--- config.mk ---
export PLATFORM = sky130hd
export DESIGN_NAME = e2p_ctl_top
export DESIGN_NICKNAME = d
export VERILOG_FILES = /design/src/hw/e2p_pkg.sv /design/src/hw/e2p_req_queue.sv /design/src/hw/e2p_delay_timer.sv /design/src/hw/e2p_sequencer.sv /design/src/hw/e2p_rsp_stage.sv /design/src/hw/e2p_ctl_top.sv
export SDC_FILE = /design/constraint.sdc
export NUM_CORES = 1
export LEC_CHECK = 0
export BUFFER_PORTS_ARGS = -buffer_cell sky130_fd_sc_hd__buf_2
export CORE_MARGIN = 4
export CORE_UTILIZATION = 55
export DETAILED_ROUTE_END_ITERATION = 10
export PLACE_DENSITY = 0.77
export SYNTH_ARGS = -nofsm -noshare
export SYNTH_HDL_FRONTEND = slang
export SYNTH_HIERARCHICAL = 1
export SYNTH_SLANG_ARGS = --single-unit
--- constraint.sdc ---
create_clock -name clk_sys -period 3.9 [get_ports clk_sys]
set_input_delay 0 -clock clk_sys [delete_from_list [all_inputs] [get_ports clk_sys]]
set_output_delay 0 -clock clk_sys [all_outputs]
set_load 0.02 [all_outputs]
--- src/hw/e2p_pkg.sv ---
package e2p_pkg;

    // ----------------------------------------------------------
    // Fixed constants
    // ----------------------------------------------------------
    localparam int DATA_W = 32;
    localparam int IDX_W = 5;

    // Value the EEPROM must return on configuration readback
    localparam logic [DATA_W-1:0] CFG_SIGNATURE = 32'h8765_4321;

    // Configuration attempts in all, the first included
    localparam int MAX_CFG_TRIES = 3;

    // ----------------------------------------------------------
    // Enumerations
    // ----------------------------------------------------------
    typedef enum logic [2:0] {
        CFG_WRITE,
        CFG_READBACK,
        WREN,
        WRITE,
        WRDI,
        RDSR,
        READ
    } e2p_op_e;

    typedef enum logic [0:0] {
        HOST_WRITE,
        HOST_READ
    } host_op_e;

    // One state per step of the configuration, write and read sequences
    typedef enum logic [3:0] {
        IDLE,
        CFG_WR,
        CFG_GAP,
        CFG_RB,
        CFG_CHK,
        READY,
        WR_WREN,
        WR_GAP1,
        WR_DATA,
        WR_GAP2,
        WR_WRDI,
        WR_SETTLE,
        RD_RDSR,
        RD_GAP1,
        RD_READ,
        RD_GAP2
    } seq_state_e;

    // ----------------------------------------------------------
    // Bundles between stages
    // ----------------------------------------------------------
    typedef struct packed {
        host_op_e op;
        logic [DATA_W-1:0] data;
    } host_req_t;

    typedef struct packed {
        e2p_op_e op;
        logic [IDX_W-1:0] index;
        logic [DATA_W-1:0] data;
    } e2p_cmd_t;

    typedef struct packed {
        logic valid;
        host_op_e op;
        logic [DATA_W-1:0] data;
    } host_rsp_t;

endpackage

--- src/hw/e2p_req_queue.sv ---
`timescale 1ns/1ps

module e2p_req_queue #(
    parameter int REQ_DEPTH = 2
) (
    input  logic               clk_sys,
    input  logic               rst_sys_n,
    input  e2p_pkg::host_req_t req,
    input  logic               req_valid,
    output e2p_pkg::host_req_t head,
    output logic               head_valid,
    input  logic               pop,
    output logic               credit_return
);

    localparam int PTR_W = (REQ_DEPTH > 1) ? $clog2(REQ_DEPTH) : 1;
    localparam int CNT_W = $clog2(REQ_DEPTH + 1);

    e2p_pkg::host_req_t mem [REQ_DEPTH];

    logic [PTR_W-1:0] wr_ptr;
    logic [PTR_W-1:0] rd_ptr;
    logic [CNT_W-1:0] fill;
    logic             pop_fire;

    // Host credits guarantee a free slot, so every valid request is written
    assign pop_fire   = pop && head_valid;
    assign head_valid = (fill != '0);
    assign head       = mem[rd_ptr];

    always_ff @(posedge clk_sys) begin
        if (req_valid) begin
            mem[wr_ptr] <= req;
        end
    end

    // ----------------------------------------------------------
    // Pointers and fill count
    // ----------------------------------------------------------
    always_ff @(posedge clk_sys or negedge rst_sys_n) begin
        if (!rst_sys_n) begin
            wr_ptr <= '0;
            rd_ptr <= '0;
            fill   <= '0;
        end else begin
            if (req_valid) begin
                wr_ptr <= (wr_ptr == PTR_W'(REQ_DEPTH - 1)) ? '0 : wr_ptr + 1'b1;
            end
            if (pop_fire) begin
                rd_ptr <= (rd_ptr == PTR_W'(REQ_DEPTH - 1)) ? '0 : rd_ptr + 1'b1;
            end
            case ({req_valid, pop_fire})
                2'b10:   fill <= fill + 1'b1;
                2'b01:   fill <= fill - 1'b1;
                default: fill <= fill;
            endcase
        end
    end

    // One credit back per popped entry, a cycle after the pop
    always_ff @(posedge clk_sys or negedge rst_sys_n) begin
        if (!rst_sys_n) begin
            credit_return <= 1'b0;
        end else begin
            credit_return <= pop_fire;
        end
    end

endmodule

--- src/hw/e2p_delay_timer.sv ---
`timescale 1ns/1ps

module e2p_delay_timer #(
    parameter int GAP_CYCLES    = 256,
    parameter int SETTLE_CYCLES = 500
) (
    input  logic clk_sys,
    input  logic rst_sys_n,
    input  logic gap_start,
    input  logic settle_start,
    output logic expired
);

    localparam int MAX_CYCLES = (GAP_CYCLES > SETTLE_CYCLES) ? GAP_CYCLES : SETTLE_CYCLES;
    localparam int CNT_W      = $clog2(MAX_CYCLES + 1);

    logic [CNT_W-1:0] load_val;
    logic [CNT_W-1:0] cnt;
    logic             active;

    // Count limit picked by whichever start arrives
    assign load_val = gap_start ? CNT_W'(GAP_CYCLES - 1) : CNT_W'(SETTLE_CYCLES - 1);

    // Expiry lands exactly N cycles after the start pulse
    assign expired = active && (cnt == '0);

    always_ff @(posedge clk_sys or negedge rst_sys_n) begin
        if (!rst_sys_n) begin
            cnt    <= '0;
            active <= 1'b0;
        end else if (gap_start || settle_start) begin
            cnt    <= load_val;
            active <= 1'b1;
        end else if (active) begin
            if (cnt == '0) begin
                active <= 1'b0;
            end else begin
                cnt <= cnt - 1'b1;
            end
        end
    end

endmodule

--- src/hw/e2p_sequencer.sv ---
`timescale 1ns/1ps

module e2p_sequencer #(
    parameter int CON_CNT       = 16,
    parameter int GAP_CYCLES    = 256,
    parameter int SETTLE_CYCLES = 500
) (
    input  logic                         clk_sys,
    input  logic                         rst_sys_n,
    input  logic                         pw_on_en,
    input  e2p_pkg::host_req_t           head,
    input  logic                         head_valid,
    output logic                         pop,
    output e2p_pkg::e2p_cmd_t            cmd,
    output logic                         cmd_start,
    input  logic                         done,
    input  logic [e2p_pkg::DATA_W-1:0]   rd_data,
    output e2p_pkg::host_rsp_t           fin,
    output logic                         cfg_pass,
    output logic                         cfg_fail
);

    localparam int TRY_W = $clog2(e2p_pkg::MAX_CFG_TRIES + 1);

    e2p_pkg::seq_state_e           state;
    e2p_pkg::host_req_t            req_q;
    logic [e2p_pkg::IDX_W-1:0]     cfg_idx;
    logic [TRY_W-1:0]              tries;
    logic                          rb_ok;
    logic [e2p_pkg::DATA_W-1:0]    rd_q;
    logic                          gap_start;
    logic                          settle_start;
    logic                          expired;

    function automatic e2p_pkg::e2p_cmd_t make_cmd(
        input e2p_pkg::e2p_op_e          op,
        input logic [e2p_pkg::IDX_W-1:0]  index,
        input logic [e2p_pkg::DATA_W-1:0] data
    );
        e2p_pkg::e2p_cmd_t c;
        c.op    = op;
        c.index = index;
        c.data  = data;
        return c;
    endfunction

    e2p_delay_timer #(
        .GAP_CYCLES    (GAP_CYCLES),
        .SETTLE_CYCLES (SETTLE_CYCLES)
    ) e2p_delay_timer_i (
        .clk_sys      (clk_sys),
        .rst_sys_n    (rst_sys_n),
        .gap_start    (gap_start),
        .settle_start (settle_start),
        .expired      (expired)
    );

    // Request payload taken at pop, read data taken when READ completes
    always_ff @(posedge clk_sys) begin
        if (pop) begin
            req_q <= head;
        end
        if (state == e2p_pkg::RD_READ && done) begin
            rd_q <= rd_data;
        end
    end

    // ----------------------------------------------------------
    // Main FSM
    // ----------------------------------------------------------
    always_ff @(posedge clk_sys or negedge rst_sys_n) begin
        if (!rst_sys_n) begin
            state        <= e2p_pkg::IDLE;
            cmd          <= '0;
            cmd_start    <= 1'b0;
            gap_start    <= 1'b0;
            settle_start <= 1'b0;
            pop          <= 1'b0;
            fin          <= '0;
            cfg_pass     <= 1'b0;
            cfg_fail     <= 1'b0;
            cfg_idx      <= '0;
            tries        <= '0;
            rb_ok        <= 1'b0;
        end else begin
            // Single-cycle pulses
            cmd_start    <= 1'b0;
            gap_start    <= 1'b0;
            settle_start <= 1'b0;
            pop          <= 1'b0;
            fin.valid    <= 1'b0;
            cfg_pass     <= 1'b0;
            cfg_fail     <= 1'b0;

            case (state)
                e2p_pkg::IDLE: begin
                    tries   <= '0;
                    cfg_idx <= '0;
                    if (pw_on_en) begin
                        cmd       <= make_cmd(e2p_pkg::CFG_WRITE, '0, '0);
                        cmd_start <= 1'b1;
                        state     <= e2p_pkg::CFG_WR;
                    end
                end
                e2p_pkg::CFG_WR: begin
                    if (done) begin
                        gap_start <= 1'b1;
                        state     <= e2p_pkg::CFG_GAP;
                    end
                end
                e2p_pkg::CFG_GAP: begin
                    if (expired) begin
                        cmd_start <= 1'b1;
                        if (cfg_idx == e2p_pkg::IDX_W'(CON_CNT - 1)) begin
                            cmd   <= make_cmd(e2p_pkg::CFG_READBACK, '0, '0);
                            state <= e2p_pkg::CFG_RB;
                        end else begin
                            cfg_idx <= cfg_idx + 1'b1;
                            cmd     <= make_cmd(e2p_pkg::CFG_WRITE, cfg_idx + 1'b1, '0);
                            state   <= e2p_pkg::CFG_WR;
                        end
                    end
                end
                e2p_pkg::CFG_RB: begin
                    if (done) begin
                        rb_ok <= (rd_data == e2p_pkg::CFG_SIGNATURE);
                        tries <= tries + 1'b1;
                        state <= e2p_pkg::CFG_CHK;
                    end
                end
                e2p_pkg::CFG_CHK: begin
                    if (rb_ok) begin
                        cfg_pass <= 1'b1;
                        state    <= e2p_pkg::READY;
                    end else if (tries == TRY_W'(e2p_pkg::MAX_CFG_TRIES)) begin
                        // Out of attempts, still go ready with the error flagged
                        cfg_fail <= 1'b1;
                        state    <= e2p_pkg::READY;
                    end else begin
                        cfg_idx   <= '0;
                        cmd       <= make_cmd(e2p_pkg::CFG_WRITE, '0, '0);
                        cmd_start <= 1'b1;
                        state     <= e2p_pkg::CFG_WR;
                    end
                end
                e2p_pkg::READY: begin
                    if (head_valid) begin
                        pop       <= 1'b1;
                        cmd_start <= 1'b1;
                        if (head.op == e2p_pkg::HOST_WRITE) begin
                            cmd   <= make_cmd(e2p_pkg::WREN, '0, '0);
                            state <= e2p_pkg::WR_WREN;
                        end else begin
                            cmd   <= make_cmd(e2p_pkg::RDSR, '0, '0);
                            state <= e2p_pkg::RD_RDSR;
                        end
                    end
                end
                // Write: WREN, gap, WRITE, gap, WRDI, settle
                e2p_pkg::WR_WREN: begin
                    if (done) begin
                        gap_start <= 1'b1;
                        state     <= e2p_pkg::WR_GAP1;
                    end
                end
                e2p_pkg::WR_GAP1: begin
                    if (expired) begin
                        cmd       <= make_cmd(e2p_pkg::WRITE, '0, req_q.data);
                        cmd_start <= 1'b1;
                        state     <= e2p_pkg::WR_DATA;
                    end
                end
                e2p_pkg::WR_DATA: begin
                    if (done) begin
                        gap_start <= 1'b1;
                        state     <= e2p_pkg::WR_GAP2;
                    end
                end
                e2p_pkg::WR_GAP2: begin
                    if (expired) begin
                        cmd       <= make_cmd(e2p_pkg::WRDI, '0, '0);
                        cmd_start <= 1'b1;
                        state     <= e2p_pkg::WR_WRDI;
                    end
                end
                e2p_pkg::WR_WRDI: begin
                    if (done) begin
                        settle_start <= 1'b1;
                        state        <= e2p_pkg::WR_SETTLE;
                    end
                end
                e2p_pkg::WR_SETTLE: begin
                    if (expired) begin
                        fin   <= '{valid: 1'b1, op: e2p_pkg::HOST_WRITE, data: req_q.data};
                        state <= e2p_pkg::READY;
                    end
                end
                // Read: RDSR, gap, READ, gap
                e2p_pkg::RD_RDSR: begin
                    if (done) begin
                        gap_start <= 1'b1;
                        state     <= e2p_pkg::RD_GAP1;
                    end
                end
                e2p_pkg::RD_GAP1: begin
                    if (expired) begin
                        cmd       <= make_cmd(e2p_pkg::READ, '0, '0);
                        cmd_start <= 1'b1;
                        state     <= e2p_pkg::RD_READ;
                    end
                end
                e2p_pkg::RD_READ: begin
                    if (done) begin
                        gap_start <= 1'b1;
                        state     <= e2p_pkg::RD_GAP2;
                    end
                end
                e2p_pkg::RD_GAP2: begin
                    if (expired) begin
                        fin   <= '{valid: 1'b1, op: e2p_pkg::HOST_READ, data: rd_q};
                        state <= e2p_pkg::READY;
                    end
                end
                default: begin
                    state <= e2p_pkg::IDLE;
                end
            endcase
        end
    end

endmodule

--- src/hw/e2p_rsp_stage.sv ---
`timescale 1ns/1ps

module e2p_rsp_stage (
    input  logic               clk_sys,
    input  logic               rst_sys_n,
    input  e2p_pkg::host_rsp_t fin,
    input  logic               head_valid,
    input  logic               cfg_pass,
    input  logic               cfg_fail,
    output e2p_pkg::host_rsp_t host_rsp,
    output logic               busy,
    output logic               cfg_done,
    output logic               chip_err
);

    logic                       rsp_valid;
    e2p_pkg::host_op_e          rsp_op;
    logic [e2p_pkg::DATA_W-1:0] rsp_data;
    logic                       in_flight;

    assign host_rsp = '{valid: rsp_valid, op: rsp_op, data: rsp_data};

    // Idle only when configured, nothing queued and nothing in the sequencer
    assign busy = !cfg_done || head_valid || in_flight;

    always_ff @(posedge clk_sys) begin
        if (fin.valid) begin
            rsp_op   <= fin.op;
            rsp_data <= fin.data;
        end
    end

    always_ff @(posedge clk_sys or negedge rst_sys_n) begin
        if (!rst_sys_n) begin
            rsp_valid <= 1'b0;
            in_flight <= 1'b0;
            cfg_done  <= 1'b0;
            chip_err  <= 1'b0;
        end else begin
            rsp_valid <= fin.valid;
            // A queued entry outranks the completion of the one before it
            if (head_valid) begin
                in_flight <= 1'b1;
            end else if (fin.valid) begin
                in_flight <= 1'b0;
            end
            if (cfg_pass || cfg_fail) begin
                cfg_done <= 1'b1;
            end
            if (cfg_fail) begin
                chip_err <= 1'b1;
            end
        end
    end

endmodule

--- src/hw/e2p_ctl_top.sv ---
`timescale 1ns/1ps

module e2p_ctl_top #(
    parameter int CON_CNT       = 16,
    parameter int GAP_CYCLES    = 256,
    parameter int SETTLE_CYCLES = 500,
    parameter int REQ_DEPTH     = 2
) (
    input  logic                       clk_sys,
    input  logic                       rst_sys_n,
    input  logic                       pw_on_en,
    input  e2p_pkg::host_req_t         req,
    input  logic                       req_valid,
    output logic                       credit_return,
    output e2p_pkg::e2p_cmd_t          cmd,
    output logic                       cmd_start,
    input  logic                       done,
    input  logic [e2p_pkg::DATA_W-1:0] rd_data,
    output e2p_pkg::host_rsp_t         host_rsp,
    output logic                       busy,
    output logic                       cfg_done,
    output logic                       chip_err
);

    e2p_pkg::host_req_t head;
    logic               head_valid;
    logic               pop;
    e2p_pkg::host_rsp_t fin;
    logic               cfg_pass;
    logic               cfg_fail;

    // ----------------------------------------------------------
    // Queue, sequencer, response
    // ----------------------------------------------------------
    e2p_req_queue #(
        .REQ_DEPTH (REQ_DEPTH)
    ) e2p_req_queue_i (
        .clk_sys       (clk_sys),
        .rst_sys_n     (rst_sys_n),
        .req           (req),
        .req_valid     (req_valid),
        .head          (head),
        .head_valid    (head_valid),
        .pop           (pop),
        .credit_return (credit_return)
    );

    e2p_sequencer #(
        .CON_CNT       (CON_CNT),
        .GAP_CYCLES    (GAP_CYCLES),
        .SETTLE_CYCLES (SETTLE_CYCLES)
    ) e2p_sequencer_i (
        .clk_sys    (clk_sys),
        .rst_sys_n  (rst_sys_n),
        .pw_on_en   (pw_on_en),
        .head       (head),
        .head_valid (head_valid),
        .pop        (pop),
        .cmd        (cmd),
        .cmd_start  (cmd_start),
        .done       (done),
        .rd_data    (rd_data),
        .fin        (fin),
        .cfg_pass   (cfg_pass),
        .cfg_fail   (cfg_fail)
    );

    e2p_rsp_stage e2p_rsp_stage_i (
        .clk_sys    (clk_sys),
        .rst_sys_n  (rst_sys_n),
        .fin        (fin),
        .head_valid (head_valid),
        .cfg_pass   (cfg_pass),
        .cfg_fail   (cfg_fail),
        .host_rsp   (host_rsp),
        .busy       (busy),
        .cfg_done   (cfg_done),
        .chip_err   (chip_err)
    );

endmodule

==> summary.md, run 1 <==
| Metric | Value |
|---|---|
| Crit path cell chain | `or4_4 -> or4_4 -> nor2_1 -> inv_1 -> a221oi_2 -> o21ai_1 -> a22o_1` |
| Yosys warning count | `6` |
| Total gr overflow | `0` |
| Starting Density | `55.7%` |
| Post-synth ARST share | `40.5%` |
| Worst-Margin Slew | `728 ps` |
| DRC violations left | `0` |
| Mapped Cells | `724` |
| Buffer depth of the longest clock path | `3` |
| CP startpoint kind | `flip-flop` |
| Post-CTS sizing | `0` |
| Vias in the first global route | `6,419` |
| PwrDens | `591 nW/um^2` |
| Max transition margin | `50.8%` |
| Max-slew violations | `0` |
| IO Pins | `149` |
| Placement Setup Slack | `900 ps` |
| CP arrival | `3500 ps` |
| CP max stage cell | `or4_4` |
| Syn avg cell area | `14.9 um^2` |
| Fin area | `13,400 um^2` |
| Core area | `19,400 um^2` |
| RD Place Congestion | `0.924` |
| Hpwl dp | `14,500 um` |
| Routed Wire Length | `21,800 um` |
| Root buffer cell | `clkbuf_16` |
| Flops & latches, synth | `274` |
| Clock tree sinks | `274` |
| Clock Latency Late Sink | `540 ps` |
| CP Class | `reg2reg` |
| GRT Overall Usage | `19.8%` |
| Initial antenna violation count | `0` |
| Final Skew | `15.5 ps` |
| Synth cell types | `61` |
| Setup TNS | `0 ps` |
| H-tree levels | `1` |
| DP Area | `11,700 um^2` |
| CP peak stage delay | `590 ps` |
| Routed via count | `6,328` |
| CP required | `4330 ps` |
| Path type of the worst min-delay path | `in2reg` |
| Die height | `148 um` |
| Post-CTS Setup Repair Bufs | `0` |
| Drt first pass iters | `5` |
| Max VDD drop | `0.407 mV` |
| Number of buffers created by CTS | `27` |
| Vias per cell | `5.12` |
| Number of flops mapped to enable cells by yosys | `163` |
| Hold Slack | `85.9 ps` |
| Syn Std Cell Area | `10,800 um^2` |
| CP max FO | `7` |
| Tmin final | `3070 ps` |
| Final hold vios | `0` |
| Initial DRC Count | `298` |
| LEAKAGE | `5.86 nW` |
| Global-route wire length before repair | `34,200 um` |
| Layout cells sized above 1 | `26.6%` |
| Status | `finished clean` |
| DR WL/cell | `17.7 um` |
| Unrepaired setup endpoints after global routing | `no` |
| Post-CTS Hold Fix Bufs | `70` |
| Layout net count | `1,026` |
| Final ANT Viol Nets | `0` |
| Area grow syn2layout | `23.6%` |
| Ant. Diodes | `0` |
| TritonCTS clock tree | `built` |
| Post-layout util | `68.9%` |
| Seq/Total Area, Yosys | `71.0%` |
| CP most frequent cell | `or4_4` |
| Main synth FF type | `edfxtp_1` |
| Synth Net Count | `800` |
| FP Rows | `51` |
| Clk slew on worst S/H paths | `70 ps` |
| Die footprint | `22,000 um^2` |
| Max-capacitance violation count | `0` |
| Setup violators final | `0` |
| Filler cell count | `1,353` |
| F_max | `325 MHz` |
| Die width | `148 um` |
| Final worst path period share | `78.8%` |
| Final setup margin | `827 ps` |
| Largest net degree at the start of global routing | `68` |
| I/O Buffers | `148` |
| Critical Path Sink Type | `flip-flop` |
==> report_power, final <==
group / switching [mW] / total [mW] / internal, mW / leakage (nW)
clock: 1.07 / 2.60 / 1.52 / 0.433
combinational: 0.815 / 1.53 / 0.713 / 2.37
sequential: 0.285 / 3.78 / 3.49 / 3.05
==> cells by family after synthesis <==
family | share of synthesized area [%]
AOI/OAI and AO/OA | 5.17
xor gates and xnor gates | 0.891
adders and majority gates | 0.695
buffers and inverters | 3.84
DFF | 71.0
muxes | 11.2
and+or+nand+nor | 7.20
==> per-stage QoR <==
step / cells / total power [mW]
floorplan: 724 / 4.92
global placement: 1116 / 5.25
detailed placement: 1116 / 5.30
CTS: 1236 / 7.96
global route: 1236 / 8.24
finish: 1236 / 7.90
==> worst max-delay path, delay by kind of cell (launching register included) <==
family / cells / cell delay (ps)
DFF: 1 / 420
buffers and inverters: 1 / 160
and+or+nand+nor: 3 / 1470
AOI/OAI and AO/OA: 3 / 920
==> placed cells by master, fill, tap and decap left out, types with 4 or more instances in the layout <==
| cell type | netlist | final |
|---|---|---|
| nand4_1 | 5 | 5 |
| nand2_1 | 87 | 87 |
| or3_1 | 4 | 4 |
| nand3_1 | 6 | 6 |
| clkbuf_16 | 0 | 29 |
| clkbuf_1 | 11 | 7 |
| nor4bb_1 | 5 | 5 |
| mux2_2 | 4 | 4 |
| clkinvlp_4 | 0 | 4 |
| dfrtp_1 | 111 | 109 |
| o21ai_1 | 7 | 7 |
| xor2_1 | 6 | 6 |
| buf_2 | 8 | 147 |
| nor2_1 | 23 | 20 |
| nand2b_1 | 4 | 4 |
| dlygate4sd3_1 | 0 | 69 |
| nor3_1 | 5 | 5 |
| xnor2_1 | 5 | 5 |
| mux2_4 | 31 | 31 |
| ha_1 | 6 | 6 |
| a22o_1 | 4 | 4 |
| buf_4 | 5 | 13 |
| o21ai_0 | 38 | 38 |
| mux2i_1 | 69 | 69 |
| a21oi_1 | 7 | 7 |
| clkinv_2 | 0 | 4 |
| edfxtp_1 | 163 | 163 |
| a21o_1 | 7 | 7 |
| inv_1 | 46 | 46 |
==> per-layer routing <==
metal	part of all wire (%)	vias up	global-route usage, %
li1	-	3038	-
met1	42	3064	26.7
met2	48	184	32.8
met3	6.8	42	4.33
met4	2.6	0	6.10
met5	0	-	0
==> state kept, by name, summed over array words and instances (netlist names), 2 cells and up <==
| register | cells |
|---|---|
| e2p_sequencer_i/e2p_delay_timer_i/cnt | 9 |
| e2p_sequencer_i/rd_q | 32 |
| e2p_sequencer_i/fin | 34 |
| e2p_sequencer_i/cfg_idx | 5 |
| e2p_sequencer_i/req_q | 32 |
| e2p_sequencer_i/cmd | 40 |
| e2p_sequencer_i/state | 4 |
| e2p_req_queue_i/mem | 66 |
| e2p_rsp_stage_i/rsp_data | 32 |
| e2p_req_queue_i/fill | 2 |
| e2p_sequencer_i/tries | 2 |
==> area by class of cell <==
cell class	instances	area, um^2	area share (%)
flip-flops and latches	274	7670	57.4
multi-input cells	370	2730	20.4
repair buffers	230	1540	11.6
clock buffers	37	766	5.73
well taps	265	332	2.48
inverters	47	176	1.32
clock inverters	13	140	1.05
==> Yosys cell counts (4+ instances only) <==
library cell | number | area (um^2)
edfxtp_1 | 163 | 4890
dfrtp_1 | 111 | 2780
nand2_1 | 87 | 327
mux2i_1 | 69 | 691
inv_1 | 46 | 173
o21ai_0 | 38 | 190
mux2_4 | 31 | 465
nor2_1 | 23 | 86.3
clkbuf_1 | 11 | 41.3
buf_2 | 8 | 40.0
a21o_1 | 7 | 52.6
a21oi_1 | 7 | 35.0
o21ai_1 | 7 | 35.0
ha_1 | 6 | 75.1
nand3_1 | 6 | 30.0
xor2_1 | 6 | 52.6
buf_4 | 5 | 37.5
buf_6 | 5 | 56.3
nand4_1 | 5 | 31.3
nor3_1 | 5 | 25.0
nor4bb_1 | 5 | 50.1
xnor2_1 | 5 | 43.8
a22o_1 | 4 | 35.0
mux2_2 | 4 | 45.0
nand2b_1 | 4 | 25.0
or3_1 | 4 | 25.0
==> worst paths after layout <==
kind | start | end | slack [ps] | cells after the start
worst max register to register | e2p_sequencer_i/e2p_delay_timer_i/cnt[4] | e2p_sequencer_i/state[1] | 830 | 7
max in group asynchronous | rst_sys_n | e2p_sequencer_i/cmd[8] | 2830 | 4
worst min-delay path | pw_on_en | e2p_sequencer_i/state[3] | 90 | 5
worst max-delay path | e2p_sequencer_i/e2p_delay_timer_i/cnt[4] | e2p_sequencer_i/state[1] | 830 | 7
worst min register to register | e2p_sequencer_i/fin[15] | e2p_rsp_stage_i/rsp_data[15] | 450 | 0
min in group asynchronous | rst_sys_n | e2p_sequencer_i/cmd[34] | 560 | 4
Note: power is estimated with default switching activity, not from simulation.
==> run 2, diff against run 1 <==
--- a/config.mk
+++ b/config.mk
@@ -7,9 +7,9 @@
 export LEC_CHECK = 0
 export BUFFER_PORTS_ARGS = -buffer_cell sky130_fd_sc_hd__buf_2
 export CORE_MARGIN = 4
-export CORE_UTILIZATION = 55
+export CORE_UTILIZATION = 52
 export DETAILED_ROUTE_END_ITERATION = 10
-export PLACE_DENSITY = 0.77
+export PLACE_DENSITY = 0.76
 export SYNTH_ARGS = -nofsm -noshare
 export SYNTH_HDL_FRONTEND = slang
 export SYNTH_HIERARCHICAL = 1
==> constraint.sdc (replaced) <==
create_clock -name clk_sys -period 2.6 [get_ports clk_sys]
set_input_delay 0 -clock clk_sys [delete_from_list [all_inputs] [get_ports clk_sys]]
set_output_delay 0 -clock clk_sys [all_outputs]
set_load 0.02 [all_outputs]
==> run 2 against run 1 <==
Final cell count up 3.0%. Worst setup slack lost 750 ps. Critical path depth is 1 higher. Flip-flop and latch count did not move.
==> summary.md, run 2 (synthesis results as in run 1) <==
| Metric | Value |
|---|---|
| Final worst path period share | `96.8% (+18 points)` |
| Core area | `20,400 um^2 (+5.0%)` |
| Filler cell count | `1,421 (+5.0%)` |
| Clock Latency Late Sink | `550 ps (about the same)` |
| Layout cells sized above 1 | `29.6% (+3.0 points)` |
| GRT Overall Usage | `19.4% (-0.44 points)` |
| DR WL/cell | `17.6 um (-0.15%)` |
| IO Pins | `149 (unchanged)` |
| Layout net count | `1,056 (+2.9%)` |
| Routed via count | `6,522 (+3.1%)` |
| Critical Path Sink Type | `flip-flop` |
| Largest Register | `e2p_req_queue_i/mem` |
| Vias in the first global route | `6,684 (+4.1%)` |
| Placement Setup Slack | `-92.1 ps (-992 ps)` |
| LEAKAGE | `6.04 nW (+3.1%)` |
| CP max FO | `7 (unchanged)` |
| Area of the multi-input gates | `2770 um^2 (+1.5%)` |
| Hold Slack | `37.6 ps (-48.3 ps)` |
| Max reg flops | `66 (unchanged)` |
| Max-capacitance violation count | `0 (unchanged)` |
| I/O Buffers | `148 (unchanged)` |
| TritonCTS clock tree | `built` |
| Starting Density | `53.1% (-2.6 points)` |
| CP arrival | `2930 ps (-570 ps)` |
| Die width | `152 um (+2.7%)` |
| Total gr overflow | `0 (unchanged)` |
| CP Class | `reg2reg` |
| Root buffer cell | `clkbuf_16` |
| Final hold vios | `0 (unchanged)` |
| Max VDD drop | `0.625 mV (+54%)` |
| Number of buffers created by CTS | `27 (unchanged)` |
| Initial DRC Count | `389 (+31%)` |
| Register area | `7670 um^2 (unchanged)` |
| Area grow syn2layout | `26.5%` |
| Max-slew violations | `0 (unchanged)` |
| Drt first pass iters | `4 (-1)` |
| Worst-Margin Slew | `737 ps (+8.83 ps)` |
| FP Rows | `52 (+2.0%)` |
| Clk slew on worst S/H paths | `60 ps (about the same)` |
| Hpwl dp | `15,500 um (+6.5%)` |
| Vias per cell | `5.12 (about the same)` |
| F_max | `397 MHz (+22%)` |
| Buffer depth of the longest clock path | `3 (unchanged)` |
| Initial antenna violation count | `2 (+2)` |
| Clock tree sinks | `274 (unchanged)` |
| Worst r2r src | `e2p_sequencer_i/e2p_delay_timer_i/cnt[4]` |
| Max transition margin | `50.2% (-0.60 points)` |
| Final ANT Viol Nets | `0 (unchanged)` |
| Routed Wire Length | `22,400 um (+2.8%)` |
| CP startpoint kind | `flip-flop` |
| Setup TNS | `0 ps (unchanged)` |
| H-tree levels | `1 (unchanged)` |
| DRC violations left | `0 (unchanged)` |
| Die footprint | `23,200 um^2 (+5.5%)` |
| Final setup margin | `82.0 ps (-745 ps)` |
| Tmin final | `2520 ps (-555 ps)` |
| RD Place Congestion | `0.971 (+5.1%)` |
| CP required | `3010 ps (-1320 ps)` |
| PwrDens | `890 nW/um^2 (+51%)` |
| Status | `finished clean` |
| Global-route wire length before repair | `36,200 um (+5.9%)` |
| Path type of the worst min-delay path | `in2async` |
| Top Registers | `e2p_req_queue_i/mem (66), e2p_sequencer_i/cmd (40), e2p_sequencer_i/fin (34)` |
| Final Skew | `26.2 ps (+10.8 ps)` |
| Most common cell after layout, fill and taps aside | `edfxtp_1` |
| Commonest cells after routing, fill and taps aside | `163 x edfxtp_1, 147 x buf_2, 109 x dfrtp_1` |
| Largest net degree at the start of global routing | `68 (unchanged)` |
| Setup violators final | `0 (unchanged)` |
| Crit path launch | `e2p_sequencer_i/e2p_delay_timer_i/cnt[4]` |
| Unrepaired setup endpoints after global routing | `yes` |
| Die height | `152 um (+2.7%)` |
-- run 2: routing by layer --
layer / vias to the layer above / routed length [um] / track usage (%)
met5: - / 0 / 0
met4: 0 / 731 / 6.89
met3: 49 / 1410 / 3.92
met2: 203 / 10800 / 31.1
met1: 3157 / 9490 / 26.7
li1: 3113 / - / -
-- run 2: power breakdown --
part	leakage [nW]	switching (mW)	internal, mW
logic	2.53	1.43	1.25
registers	3.05	0.297	5.24
clock network	0.453	1.61	2.34
total	6.04	3.34	8.83
-- run 2: area by class of cell --
type                    count  share of cell area [%]
well taps                 270                    2.47
multi-input cells         370                    20.3
clock inverters            15                    1.26
diodes                      2                  0.0366
repair buffers            260                    13.1
flip-flops and latches    274                    56.1
inverters                  47                    1.29
clock buffers              35                    5.46
-- run 2: what timing repair did --
item | in CTS | in global routing
pin swaps | 2 | 4
setup endpoints to repair | 38 | 11
hold endpoints to repair | 161 | 0
hold buffers | 68 | 0
resized for setup | 1 | 4
buffers inserted | 4 | 1
-- run 2: final timing paths --
check	endpoint	slack, ps	cells past startpoint
hold / removal	e2p_req_queue_i/credit_return	40	2
min in group clk_sys	e2p_sequencer_i/cmd_start	150	6
hold reg to reg	e2p_rsp_stage_i/cfg_done	430	1
setup / recovery	e2p_sequencer_i/cfg_idx[2]	80	8
setup reg to reg	e2p_sequencer_i/cfg_idx[2]	80	8
max in group asynchronous	e2p_sequencer_i/fin[22]	1800	3
-- run 2: per-stage QoR --
step	power (mW)	instance area, um^2	std cells	util, %
finish	12.2	13700	1273	67.2
detailed placement	8.20	12000	1148	58.9
floorplan	7.38	10800	724	-
global placement	8.10	12000	1148	58.9
global route	12.7	13700	1273	67.2
CTS	12.2	13600	1270	67.0
-- run 2: critical path, stage by stage (launching register included) --
cell,delay [ps]
dfrtp_1,380
or4_4,530
or4_4,460
nor2_4,160
nor3b_2,170
a21oi_1,60
or3_4,430
o21ai_2,120
o21ai_1,80
